## config.mk

```make
export PLATFORM = sky130hd
export DESIGN_NAME = decodeTop
export DESIGN_NICKNAME = d
export VERILOG_FILES = /design/src/logic/decodePkg.sv /design/src/logic/decodedIf.sv /design/src/logic/ctrlDecoder.sv /design/src/logic/ctrlQueue.sv /design/src/logic/mduIssue.sv /design/src/logic/decodeTop.sv
export SDC_FILE = /design/constraint.sdc
export NUM_CORES = 1
export LEC_CHECK = 0
export CAP_MARGIN = 20
export CORE_UTILIZATION = 43
export CTS_CLUSTER_SIZE = 8
export DETAILED_ROUTE_END_ITERATION = 10
export DONT_BUFFER_PORTS = 1
export PLACE_DENSITY = 0.64
export SETUP_SLACK_MARGIN = 0.02
export SKIP_CTS_REPAIR_TIMING = 1
export SKIP_LAST_GASP = 1
export SLEW_MARGIN = 20
export SYNTH_ARGS = -nofsm -noshare
export SYNTH_HDL_FRONTEND = slang
export SYNTH_HIERARCHICAL = 1
export SYNTH_SLANG_ARGS = --single-unit
```

## constraint.sdc

```tcl
create_clock -name clk -period 10.8 [get_ports clk]
set_clock_uncertainty 0.1 [all_clocks]
set_input_delay 2.7 -clock clk [delete_from_list [all_inputs] [get_ports clk]]
set_output_delay 2.7 -clock clk [all_outputs]
set_load 0.01 [all_outputs]
```

## src/logic/decodePkg.sv

```systemverilog
package decodePkg;

	////////////////////////////////////////////////////////////////////////////
	// Primary opcodes
	////////////////////////////////////////////////////////////////////////////
	localparam logic [5:0] opRType = 6'b000000; // Uses the function field
	localparam logic [5:0] opJ     = 6'b000010;
	localparam logic [5:0] opJal   = 6'b000011;
	localparam logic [5:0] opBeq   = 6'b000100;
	localparam logic [5:0] opBne   = 6'b000101;
	localparam logic [5:0] opAddi  = 6'b001000;
	localparam logic [5:0] opAndi  = 6'b001100;
	localparam logic [5:0] opOri   = 6'b001101;
	localparam logic [5:0] opLui   = 6'b001111;
	localparam logic [5:0] opLb    = 6'b100000;
	localparam logic [5:0] opLh    = 6'b100001;
	localparam logic [5:0] opLw    = 6'b100011;
	localparam logic [5:0] opSb    = 6'b101000;
	localparam logic [5:0] opSh    = 6'b101001;
	localparam logic [5:0] opSw    = 6'b101011;

	// R-type function codes
	localparam logic [5:0] fnJr    = 6'b001000;
	localparam logic [5:0] fnMfhi  = 6'b010000;
	localparam logic [5:0] fnMthi  = 6'b010001;
	localparam logic [5:0] fnMflo  = 6'b010010;
	localparam logic [5:0] fnMtlo  = 6'b010011;
	localparam logic [5:0] fnMult  = 6'b011000;
	localparam logic [5:0] fnMultu = 6'b011001;
	localparam logic [5:0] fnDiv   = 6'b011010;
	localparam logic [5:0] fnDivu  = 6'b011011;
	localparam logic [5:0] fnAdd   = 6'b100000;
	localparam logic [5:0] fnSub   = 6'b100010;
	localparam logic [5:0] fnAnd   = 6'b100100;
	localparam logic [5:0] fnOr    = 6'b100101;
	localparam logic [5:0] fnSlt   = 6'b101010;
	localparam logic [5:0] fnSltu  = 6'b101011;

	// Multiply/divide unit operations
	typedef enum logic [3:0] {
		mduNone  = 4'd0,
		mduMult  = 4'd1,
		mduMultu = 4'd2,
		mduDiv   = 4'd3,
		mduDivu  = 4'd4,
		mduMfhi  = 4'd5,
		mduMflo  = 4'd6,
		mduMthi  = 4'd7,
		mduMtlo  = 4'd8
	} mduOpE;

	////////////////////////////////////////////////////////////////////////////
	// Decoded bundle
	////////////////////////////////////////////////////////////////////////////
	typedef struct packed {
		logic [1:0] regDst;
		logic       regWrite;
		logic       extOp;     // Sign extend when set
		logic [1:0] aluSrc;
		logic [2:0] aluCtrl;
		logic       memWrite;
		logic [1:0] memToReg;
		logic [2:0] npcOp;
		logic [2:0] cmpOp;
		logic [1:0] beOp;      // Store byte enables
		logic [2:0] deOp;      // Load data extension
		logic       start;
		logic       selAluMdu;
		mduOpE      mduOp;
	} ctrlWord;

	typedef struct packed {
		logic [4:0]  rs;
		logic [4:0]  rt;
		logic [4:0]  rd;
		logic [15:0] imm;
	} regFields;

	localparam int queueDepth = 4;
	localparam int ptrW       = $clog2(queueDepth);
	localparam int cntW       = $clog2(queueDepth + 1);
	localparam int multCycles = 5;
	localparam int divCycles  = 10;
	localparam int busyW      = $clog2(divCycles + 1);

endpackage

```

## src/logic/decodedIf.sv

```systemverilog
interface decodedIf;

	logic                 valid;
	logic                 ready;
	decodePkg::ctrlWord   ctrl;
	decodePkg::regFields  regs;

	// Producer side
	modport source (
		output valid,
		input  ready,
		output ctrl,
		output regs
	);

	modport sink (
		input  valid,
		output ready,
		input  ctrl,
		input  regs
	);

endinterface

```

## src/logic/ctrlDecoder.sv

```systemverilog
module ctrlDecoder (
	input  logic        clk,
	input  logic        arstN,
	input  logic        instrValid,
	output logic        instrReady,
	input  logic [31:0] instr,
	decodedIf.source    dOut
);

	logic [5:0] op;
	logic [5:0] fn;
	logic rType;
	logic iAdd, iSub, iAnd, iOr, iSlt, iSltu, iJr;
	logic iMult, iMultu, iDiv, iDivu, iMfhi, iMflo, iMthi, iMtlo;
	logic iOri, iAddi, iAndi, iLui, iLw, iLb, iLh, iSw, iSb, iSh;
	logic iBeq, iBne, iJ, iJal;
	decodePkg::ctrlWord  dec;
	decodePkg::regFields fld;
	decodePkg::ctrlWord  ctrlQ;
	decodePkg::regFields regsQ;
	logic validQ;
	logic accept;

	assign op    = instr[31:26];
	assign fn    = instr[5:0];
	assign rType = op == decodePkg::opRType;

	////////////////////////////////////////////////////////////////////////////
	// Instruction recognition
	////////////////////////////////////////////////////////////////////////////
	assign iAdd   = rType && fn == decodePkg::fnAdd;
	assign iSub   = rType && fn == decodePkg::fnSub;
	assign iAnd   = rType && fn == decodePkg::fnAnd;
	assign iOr    = rType && fn == decodePkg::fnOr;
	assign iSlt   = rType && fn == decodePkg::fnSlt;
	assign iSltu  = rType && fn == decodePkg::fnSltu;
	assign iJr    = rType && fn == decodePkg::fnJr;
	assign iMult  = rType && fn == decodePkg::fnMult;
	assign iMultu = rType && fn == decodePkg::fnMultu;
	assign iDiv   = rType && fn == decodePkg::fnDiv;
	assign iDivu  = rType && fn == decodePkg::fnDivu;
	assign iMfhi  = rType && fn == decodePkg::fnMfhi;
	assign iMflo  = rType && fn == decodePkg::fnMflo;
	assign iMthi  = rType && fn == decodePkg::fnMthi;
	assign iMtlo  = rType && fn == decodePkg::fnMtlo;

	assign iOri  = op == decodePkg::opOri;
	assign iAddi = op == decodePkg::opAddi;
	assign iAndi = op == decodePkg::opAndi;
	assign iLui  = op == decodePkg::opLui;
	assign iLw   = op == decodePkg::opLw;
	assign iLb   = op == decodePkg::opLb;
	assign iLh   = op == decodePkg::opLh;
	assign iSw   = op == decodePkg::opSw;
	assign iSb   = op == decodePkg::opSb;
	assign iSh   = op == decodePkg::opSh;
	assign iBeq  = op == decodePkg::opBeq;
	assign iBne  = op == decodePkg::opBne;
	assign iJ    = op == decodePkg::opJ;
	assign iJal  = op == decodePkg::opJal;

	// Unknown words fall through to the default bundle
	always_comb begin
		dec           = '0;
		dec.regDst    = {iJal, iAdd | iSub | iAnd | iOr | iSlt | iSltu | iMfhi | iMflo};
		dec.regWrite  = iAdd | iSub | iOri | iLw | iLui | iJal | iAnd | iOr | iAddi
			| iAndi | iSlt | iSltu | iLb | iLh | iMfhi | iMflo;
		dec.extOp     = iLw | iSw | iAddi | iLb | iLh | iSb | iSh;
		dec.aluSrc    = {1'b0, iOri | iLw | iSw | iLui | iAddi | iAndi | iLb | iLh | iSb | iSh};
		dec.aluCtrl   = {iLui | iSlt | iSltu,
			iOri | iAnd | iOr | iAndi | iSltu,
			iSub | iAnd | iAndi | iSlt};
		dec.memWrite  = iSw | iSb | iSh;
		dec.memToReg  = {iJal, iLw | iLb | iLh};
		dec.npcOp     = {1'b0, iBeq | iJr | iBne, iJal | iJr | iJ};
		dec.cmpOp     = {2'b00, iBne}; // Only bne compares for inequality
		dec.start     = iMult | iMultu | iDiv | iDivu;
		dec.selAluMdu = iMfhi | iMflo;

		if (iSw) dec.beOp = 2'b00;
		else if (iSb) dec.beOp = 2'b10;
		else if (iSh) dec.beOp = 2'b01;
		else dec.beOp = 2'b11;

		if (iLw) dec.deOp = 3'b000;
		else if (iLb) dec.deOp = 3'b010;
		else if (iLh) dec.deOp = 3'b100;
		else dec.deOp = 3'b111;

		if (iMult) dec.mduOp = decodePkg::mduMult;
		else if (iMultu) dec.mduOp = decodePkg::mduMultu;
		else if (iDiv) dec.mduOp = decodePkg::mduDiv;
		else if (iDivu) dec.mduOp = decodePkg::mduDivu;
		else if (iMfhi) dec.mduOp = decodePkg::mduMfhi;
		else if (iMflo) dec.mduOp = decodePkg::mduMflo;
		else if (iMthi) dec.mduOp = decodePkg::mduMthi;
		else if (iMtlo) dec.mduOp = decodePkg::mduMtlo;
		else dec.mduOp = decodePkg::mduNone;
	end

	assign fld = {instr[25:21], instr[20:16], instr[15:11], instr[15:0]};

	////////////////////////////////////////////////////////////////////////////
	// Output register
	////////////////////////////////////////////////////////////////////////////
	assign instrReady = !validQ || dOut.ready; // Empty or draining this cycle
	assign accept     = instrValid && instrReady;

	always_ff @(posedge clk or negedge arstN) begin
		if (!arstN) begin
			validQ <= 1'b0;
		end else if (accept) begin
			validQ <= 1'b1;
		end else if (dOut.ready) begin
			validQ <= 1'b0;
		end
	end

	always_ff @(posedge clk) begin
		if (accept) begin
			ctrlQ <= dec;
			regsQ <= fld;
		end
	end

	assign dOut.valid = validQ;
	assign dOut.ctrl  = ctrlQ;
	assign dOut.regs  = regsQ;

endmodule

```

## src/logic/ctrlQueue.sv

```systemverilog
module ctrlQueue (
	input  logic    clk,
	input  logic    arstN,
	decodedIf.sink   qIn,
	decodedIf.source qOut
);

	decodePkg::ctrlWord  ctrlMem [decodePkg::queueDepth];
	decodePkg::regFields regsMem [decodePkg::queueDepth];
	logic [decodePkg::ptrW-1:0] wrPtr;
	logic [decodePkg::ptrW-1:0] rdPtr;
	logic [decodePkg::cntW-1:0] count;
	logic push;
	logic pop;

	function automatic logic [decodePkg::ptrW-1:0] nextPtr(
		input logic [decodePkg::ptrW-1:0] ptr
	);
		if (ptr == decodePkg::ptrW'(decodePkg::queueDepth - 1)) return '0;
		return ptr + 1'b1;
	endfunction

	assign qOut.valid = count != '0;
	// Full queue still takes a word when the head leaves
	assign qIn.ready  = (count != decodePkg::cntW'(decodePkg::queueDepth)) || qOut.ready;
	assign push       = qIn.valid && qIn.ready;
	assign pop        = qOut.valid && qOut.ready;

	assign qOut.ctrl = ctrlMem[rdPtr];
	assign qOut.regs = regsMem[rdPtr];

	always_ff @(posedge clk) begin
		if (push) begin
			ctrlMem[wrPtr] <= qIn.ctrl;
			regsMem[wrPtr] <= qIn.regs;
		end
	end

	always_ff @(posedge clk or negedge arstN) begin
		if (!arstN) begin
			wrPtr <= '0;
			rdPtr <= '0;
			count <= '0;
		end else begin
			if (push) wrPtr <= nextPtr(wrPtr);
			if (pop) rdPtr <= nextPtr(rdPtr);
			case ({push, pop})
				2'b10: count <= count + 1'b1;
				2'b01: count <= count - 1'b1;
				default: count <= count; // Idle or simultaneous
			endcase
		end
	end

endmodule

```

## src/logic/mduIssue.sv

```systemverilog
module mduIssue (
	input  logic                clk,
	input  logic                arstN,
	decodedIf.sink              iIn,
	output logic                outValid,
	input  logic                outReady,
	output decodePkg::ctrlWord  outCtrl,
	output decodePkg::regFields outRegs,
	output logic                mduBusy
);

	logic [decodePkg::busyW-1:0] busyCnt;
	logic usesUnit;
	logic hold;
	logic issue;
	logic isDiv;

	////////////////////////////////////////////////////////////////////////////
	// Hazard check on the queue head
	////////////////////////////////////////////////////////////////////////////
	assign usesUnit = iIn.ctrl.mduOp != decodePkg::mduNone;
	assign mduBusy  = busyCnt != '0;
	assign hold     = mduBusy && usesUnit; // Unit ops wait for the count

	assign outValid  = iIn.valid && !hold;
	assign iIn.ready = outReady && !hold;
	assign issue     = outValid && outReady;

	assign isDiv = iIn.ctrl.mduOp == decodePkg::mduDiv
		|| iIn.ctrl.mduOp == decodePkg::mduDivu;

	// Head goes out unchanged
	assign outCtrl = iIn.ctrl;
	assign outRegs = iIn.regs;

	// Busy time of the unit
	always_ff @(posedge clk or negedge arstN) begin
		if (!arstN) begin
			busyCnt <= '0;
		end else if (issue && iIn.ctrl.start) begin
			busyCnt <= isDiv ? decodePkg::busyW'(decodePkg::divCycles)
				: decodePkg::busyW'(decodePkg::multCycles);
		end else if (mduBusy) begin
			busyCnt <= busyCnt - 1'b1;
		end
	end

endmodule

```

## src/logic/decodeTop.sv

```systemverilog
module decodeTop (
	input  logic        clk,
	input  logic        arstN,
	input  logic        instrValid,
	output logic        instrReady,
	input  logic [31:0] instr,
	output logic        outValid,
	input  logic        outReady,
	output logic [1:0]  regDst,
	output logic        regWrite,
	output logic        extOp,
	output logic [1:0]  aluSrc,
	output logic [2:0]  aluCtrl,
	output logic        memWrite,
	output logic [1:0]  memToReg,
	output logic [2:0]  npcOp,
	output logic [2:0]  cmpOp,
	output logic [1:0]  beOp,
	output logic [2:0]  deOp,
	output logic        start,
	output logic        selAluMdu,
	output logic [3:0]  mduOp,
	output logic [4:0]  rs,
	output logic [4:0]  rt,
	output logic [4:0]  rd,
	output logic [15:0] imm,
	output logic        mduBusy
);

	decodePkg::ctrlWord  outCtrl;
	decodePkg::regFields outRegs;

	decodedIf decIf ();
	decodedIf qIf ();

	ctrlDecoder ctrlDecoder_inst (
		.clk        (clk),
		.arstN      (arstN),
		.instrValid (instrValid),
		.instrReady (instrReady),
		.instr      (instr),
		.dOut       (decIf.source)
	);

	ctrlQueue ctrlQueue_inst (
		.clk   (clk),
		.arstN (arstN),
		.qIn   (decIf.sink),
		.qOut  (qIf.source)
	);

	mduIssue mduIssue_inst (
		.clk      (clk),
		.arstN    (arstN),
		.iIn      (qIf.sink),
		.outValid (outValid),
		.outReady (outReady),
		.outCtrl  (outCtrl),
		.outRegs  (outRegs),
		.mduBusy  (mduBusy)
	);

	// Bundle fields onto plain ports
	assign regDst    = outCtrl.regDst;
	assign regWrite  = outCtrl.regWrite;
	assign extOp     = outCtrl.extOp;
	assign aluSrc    = outCtrl.aluSrc;
	assign aluCtrl   = outCtrl.aluCtrl;
	assign memWrite  = outCtrl.memWrite;
	assign memToReg  = outCtrl.memToReg;
	assign npcOp     = outCtrl.npcOp;
	assign cmpOp     = outCtrl.cmpOp;
	assign beOp      = outCtrl.beOp;
	assign deOp      = outCtrl.deOp;
	assign start     = outCtrl.start;
	assign selAluMdu = outCtrl.selAluMdu;
	assign mduOp     = outCtrl.mduOp;

	assign rs  = outRegs.rs;
	assign rt  = outRegs.rt;
	assign rd  = outRegs.rd;
	assign imm = outRegs.imm;

endmodule

```

; ---- Word-level counts from Yosys, hierarchy flattened
; Memory sizes are Yosys's and may differ from the RTL's.
; Index checks and enable logic that the tools add are counted.
[word_totals]
mem_count = 2
mem_bits_rw = 224
register_bits = 68
out_inout_bits = 63
wordCells = 193
inputBits = 36
[classes]
bitwise_logic = 57
n_reduce_logical = 39
add_sub_neg = 5
n_eq_ne = 36
n_mux = 27
[memory_table]
columns = name, words, word_bits, read_ports, rd_ports_with_merged_regs, wr, line_no
row1 = ctrlQueue_inst.regsMem, 4, 31, 1, 0, 1, ctrlQueue.sv:9  ; decodePkg::regFields regsMem [decodePkg::queueDepth];
row2 = ctrlQueue_inst.ctrlMem, 4, 25, 1, 0, 1, ctrlQueue.sv:8  ; decodePkg::ctrlWord ctrlMem [decodePkg::queueDepth];
[op_table]
columns = op, n
row1 = == test 6 bit (second input constant), 12
row2 = bitwise OR 1 bit, 57
row3 = == test 6 x 5 -> 1 bit (second input constant), 8
row4 = == test 6 x 4 -> 1 bit (second input constant), 5
row5 = logical AND 1 bit, 23
row6 = 2-to-1 mux 2 bit, 10
row7 = 2-to-1 mux 4 bit, 4
row8 = == test 6 x 2 -> 1 bit (second input constant), 2
row9 = == test 6 x 3 -> 1 bit (second input constant), 2
row10 = 2-to-1 mux 3 bit, 4
row11 = 2-to-1 mux 1 bit, 8
row12 = nonzero test 4 bit, 2
row13 = OR reduction 7 bit, 1
row14 = == test 2 bit (second input constant), 3
row15 = zero test 6 bit, 1
row16 = case mux 3 bit (2 select lines), 1
row17 = nonzero test 2 bit, 3
row18 = adder 2 x 1 -> 2 bit (second input constant), 2
row19 = == test 4 x 2 -> 1 bit (second input constant), 1
row20 = == test 4 x 3 -> 1 bit (second input constant), 1
row21 = OR reduction 2 bit, 2
row22 = subtractor 4 x 1 -> 4 bit (second input constant), 1
row23 = adder 3 x 1 -> 3 bit (second input constant), 1
row24 = logical OR 1 bit, 3
row25 = other kinds (6), 7

; ---- Longest topological paths before layout
[depth]
depth_word = 17
ltp_mapped = 16
depth_no_buf = 14

; ---- Cells and area by module
; Netlist, hierarchy kept.
[modules_own_cells]
columns = mod, seq_area_each_um2, cells_per_inst, instances, area_each_um2
row1 = ctrlQueue, 7382.1, 358, 1, 9075.0
row2 = ctrlDecoder, 1526.5, 141, 1, 2093.3
row3 = mduIssue, 100.1, 95, 1, 788.3

; ---- Least setup slack after synthesis
; OpenSTA, ideal clock, no wires.
[synth_timing]
path_type = input-to-output
start = input outReady
end = output instrReady
required_ps = 8000
cell_stages = 4
path_slack_ps = 4389
t_arrival_ps = 3611
n_path_buf = 1
path_cell_list = nor2b_1 > or4b_1 > buf_2 > nand2b_1
[synth_between]
elab_chain_len = 3
[synth_rtl]
columns = item, line_no
row1 = from (decl), decodeTop.sv:8  ; input logic outReady,
row2 = logical AND 1 bit, mduIssue.sv:26  ; assign iIn.ready = outReady && !hold;
row3 = logical OR 1 bit, ctrlQueue.sv:25  ; assign qIn.ready = (count != decodePkg::cntW'(decodePkg::queueDepth)) || qOut.ready;
row4 = net decIf.ready, decodedIf.sv:4  ; logic ready;
row5 = logical OR 1 bit, ctrlDecoder.sv:106  ; assign instrReady = !validQ || dOut.ready;
row6 = to (decl), decodeTop.sv:5  ; output logic instrReady,
; The timed path passes the listed nets, and every way through them passes these cells.

; ---- Worst setup path in the final report
; Ends and elaborated chain as after synthesis.

==> impl_metrics.json <==
{
  "post_synth_inst_count": 594,
  "root_buffer": "sky130_fd_sc_hd__clkbuf_16",
  "nature_of_the_critical_path_endpoint": "output port",
  "finalWirelength_mm": 20.5,
  "grt_start_max_net_pins": 63,
  "seqPwrFrac": 0.455,
  "post-route-drc-count": 0,
  "timing.critical_path.arrival_ps": 3740,
  "worstSetupPathType": "in -> out",
  "ant_nets": 0,
  "netSwitchingPower_mw": 1.06,
  "worst-r2r-setup-slack_ps": 6770,
  "drt_first_pass_iters": 5,
  "run_status": "finished clean",
  "gp_routability_congestion": 0.837,
  "dominantRegCellSynth": "sky130_fd_sc_hd__edfxtp_1",
  "n_antenna_cell": 0,
  "min-delay-path-class": "reg -> reg",
  "final-max-slew-violation-count": 0,
  "worst-path-max-fanout": 8,
  "worst_pin_slew_ps": 975,
  "fp.dieArea_um2": 28500,
  "critical_path.n_buffers_inverters": 0,
  "timing.critical_path.from_type": "input port",
  "timing.fmax_mhz": 153,
  "route.detailed.wl_per_inst_um": 21.9,
  "most-common-layout-cells": "sky130_fd_sc_hd__edfxtp_1, sky130_fd_sc_hd__mux4_2, sky130_fd_sc_hd__clkbuf_16",
  "std_cell_rows": 60,
  "dpl.hpwl_mm": 11.2,
  "number_of_i_o_port_buffers": 0,
  "area_occupied_by_multi_input_gates_um2": 2280,
  "num_vias": 5013,
  "drt_first_iter_violations": 369,
  "maxSlewHeadroom": 0.350,
  "die_h_um": 169,
  "synth.avg_cell_area_um2": 20.1,
  "worst_r2r_path_depth": 14,
  "vias_per_cell": 5.36,
  "power_density_nw_per_um2": 284,
  "clock_tree_from_tritoncts": "done",
  "dpl_cell_area_um2": 11900,
  "cts_buffers": 43,
  "drive_above_1_share": 0.246,
  "track_usage": 0.151,
  "post-route-worst-setup-slack_ps": 4260,
  "netlist-cell-type-count": 57,
  "synthesis.area_um2": 12000,
  "cellInternalPower_mw": 2.63,
  "leakage_nw": 4.17,
  "yosysWarnings": 6,
  "setup-tns-final_ps": 0,
  "clock_share_of_power": 0.315,
  "number_of_global_route_vias_before_repair": 5554,
  "grt_setup_unrepaired": "false",
  "floorplan.io_pins": 99,
  "clock-sinks": 302,
  "final-setup-viol-count": 0,
  "grt_antenna_before_repair": 0,
  "period_minus_slack_ps": 6540,
  "area.sequential_um2": 9010,
  "clock_latency_ps": 540,
  "syn_to_final_growth_pct": 8.93,
  "worst-path-stages": 3,
  "timing.final.crit_share": 0.606,
  "pre_cts_slack_ps": 4270,
  "crit_path_leading_delay_family": "simple AND/OR/NAND/NOR gates",
  "p_comb_frac": 0.230,
  "n_fill_cell": 2181,
  "path_cells": "nor2b_1, or4b_1, nand2b_1",
  "clk_transition_reported_paths_ps": 40,
  "netSwitchingFraction": 0.287,
  "first_pass_grt_wire_length_mm": 32.0,
  "ctsHtreeMaxLevel": 2,
  "peakVddDrop_mv": 0.151,
  "drv.max_cap_violation_count": 0,
  "globalRoute.totalOverflow": 0,
  "design_area_um2": 13000,
  "worst_hold_path.num_cells": 0,
  "async_set_or_reset_register_ratio_after_synthesis": 0.0397,
  "finalHoldViolCount": 0,
  "layout_commonest_cell": "sky130_fd_sc_hd__edfxtp_1",
  "critPathSlowestCell": "sky130_fd_sc_hd__or4b_1",
  "finish.net_count": 600,
  "slowest_stage_delay_cp_ps": 620,
  "ctsLongestPathBuffers": 3,
  "start_util": 0.441,
  "fp.dieW_um": 169,
  "synth-seq-cells": 302,
  "synth_edf_count": 290,
  "synth_sequential_area_ratio": 0.753,
  "core_region_area_um2": 27100,
  "worstPathRequired_ps": 8000
}
worst reg2reg max path: cells and delay by family, from the launching register on:
family / cells / cell delay, ps
XOR/XNOR: 2 / 310
adder cells (fa/ha/maj): 2 / 550
multiplexers: 1 / 490
AND/OR/NAND/NOR: 6 / 1340
buffers and inverters: 3 / 840
flip-flops: 1 / 330
area by class of cell:
type	count	share of cell area
clock inverter	3	0.00423
clock buffer	51	0.0849
tap	372	0.0357
sequential	302	0.692
inverter	13	0.00375
timing repair buffer	7	0.00432
multi-input combinational	188	0.175
flip-flops by register name, indices dropped and copies added, names as in the netlist:
name	cells
ctrlDecoder_inst/dOut.ctrl	24
ctrlDecoder_inst/dOut.regs	26
ctrlDecoder_inst/dOut.valid	1
ctrlQueue_inst/count	3
ctrlQueue_inst/ctrlMem	116
ctrlQueue_inst/rdPtr	2
ctrlQueue_inst/regsMem	124
ctrlQueue_inst/wrPtr	2
mduIssue_inst/busyCnt	4
per-stage QoR:
stage	util	hold slack [ps]	power, mW	instances
floorplan	-	349	2.54	597
global placement	0.438	365	2.54	882
detailed placement	0.438	384	2.59	882
CTS	0.480	393	3.76	936
global route	0.481	399	3.88	936
finish	0.481	391	3.69	936
power by group through the flow:
stage,registers (mW),logic [mW],clock network [mW]
2_1_floorplan,1.66,0.874,0
3_3_place_gp,1.68,0.860,0
3_5_place_dp,1.71,0.882,0
4_1_cts,1.68,0.883,1.20
5_1_grt,1.71,0.929,1.25
6_report,1.68,0.850,1.16
cell usage after synthesis (2+ instances only):
library cell,n,share of area
sky130_fd_sc_hd__a21o_1,2,0.0013
sky130_fd_sc_hd__a21oi_1,6,0.0025
sky130_fd_sc_hd__and2_1,2,0.0010
sky130_fd_sc_hd__and3_1,5,0.0026
sky130_fd_sc_hd__buf_2,9,0.0038
sky130_fd_sc_hd__buf_4,71,0.045
sky130_fd_sc_hd__clkbuf_1,13,0.0041
sky130_fd_sc_hd__dfrtp_1,12,0.025
sky130_fd_sc_hd__edfxtp_1,290,0.73
sky130_fd_sc_hd__ha_1,8,0.0084
sky130_fd_sc_hd__inv_1,13,0.0041
sky130_fd_sc_hd__mux2_2,3,0.0028
sky130_fd_sc_hd__mux4_2,60,0.11
sky130_fd_sc_hd__nand2_1,14,0.0044
sky130_fd_sc_hd__nand2b_1,8,0.0042
sky130_fd_sc_hd__nand3_1,4,0.0017
sky130_fd_sc_hd__nor2_1,13,0.0041
sky130_fd_sc_hd__nor2b_1,5,0.0026
sky130_fd_sc_hd__nor3_1,2,0.00084
sky130_fd_sc_hd__nor4_1,3,0.0016
sky130_fd_sc_hd__nor4b_1,3,0.0022
sky130_fd_sc_hd__o21ai_0,2,0.00084
sky130_fd_sc_hd__o21ai_2,2,0.0015
sky130_fd_sc_hd__o22ai_1,3,0.0016
sky130_fd_sc_hd__or3_1,2,0.0010
sky130_fd_sc_hd__or3_4,2,0.0019
sky130_fd_sc_hd__or4_4,2,0.0019
sky130_fd_sc_hd__xnor2_1,4,0.0029
sky130_fd_sc_hd__xor2_1,3,0.0022
path summary, 6_finish.rpt:
kind	startpoint	end
hold reg to reg	ctrlDecoder_inst/dOut.ctrl[10]$_SDFFCE_PP0P_	ctrlQueue_inst/ctrlMem[0][10]$_DFFE_PP_
min in group asynchronous	arstN	ctrlQueue_inst/rdPtr[1]$_DFFE_PN0P_
setup reg to reg	ctrlQueue_inst/rdPtr[1]$_DFFE_PN0P_	ctrlQueue_inst/count[2]$_DFFE_PN0P_
max in group asynchronous	arstN	ctrlQueue_inst/rdPtr[0]$_DFFE_PN0P_
setup / recovery	outReady	instrReady
hold / removal	ctrlDecoder_inst/dOut.ctrl[10]$_SDFFCE_PP0P_	ctrlQueue_inst/ctrlMem[0][10]$_DFFE_PP_
logic make-up after synthesis:
kind of cell               synth area share
buffers and inverters                0.0575
xor gates and xnor gates            0.00513
and+or+nand+nor                      0.0407
adders and majority gates            0.0100
muxes                                 0.117
DFF                                   0.753
other                              0.000314
AOI/OAI and AO/OA                    0.0162
routing by layer:
| metal | global-route usage | part of all wire | up-vias |
|---|---|---|---|
| met2 | 0.257 | 0.50 | 175 |
| met4 | 0.0577 | 0.024 | 0 |
| met1 | 0.181 | 0.39 | 2603 |
| met3 | 0.0433 | 0.078 | 49 |
| met5 | 0 | 0 | - |
| li1 | - | - | 2186 |
(Power assumes the default switching activity.)
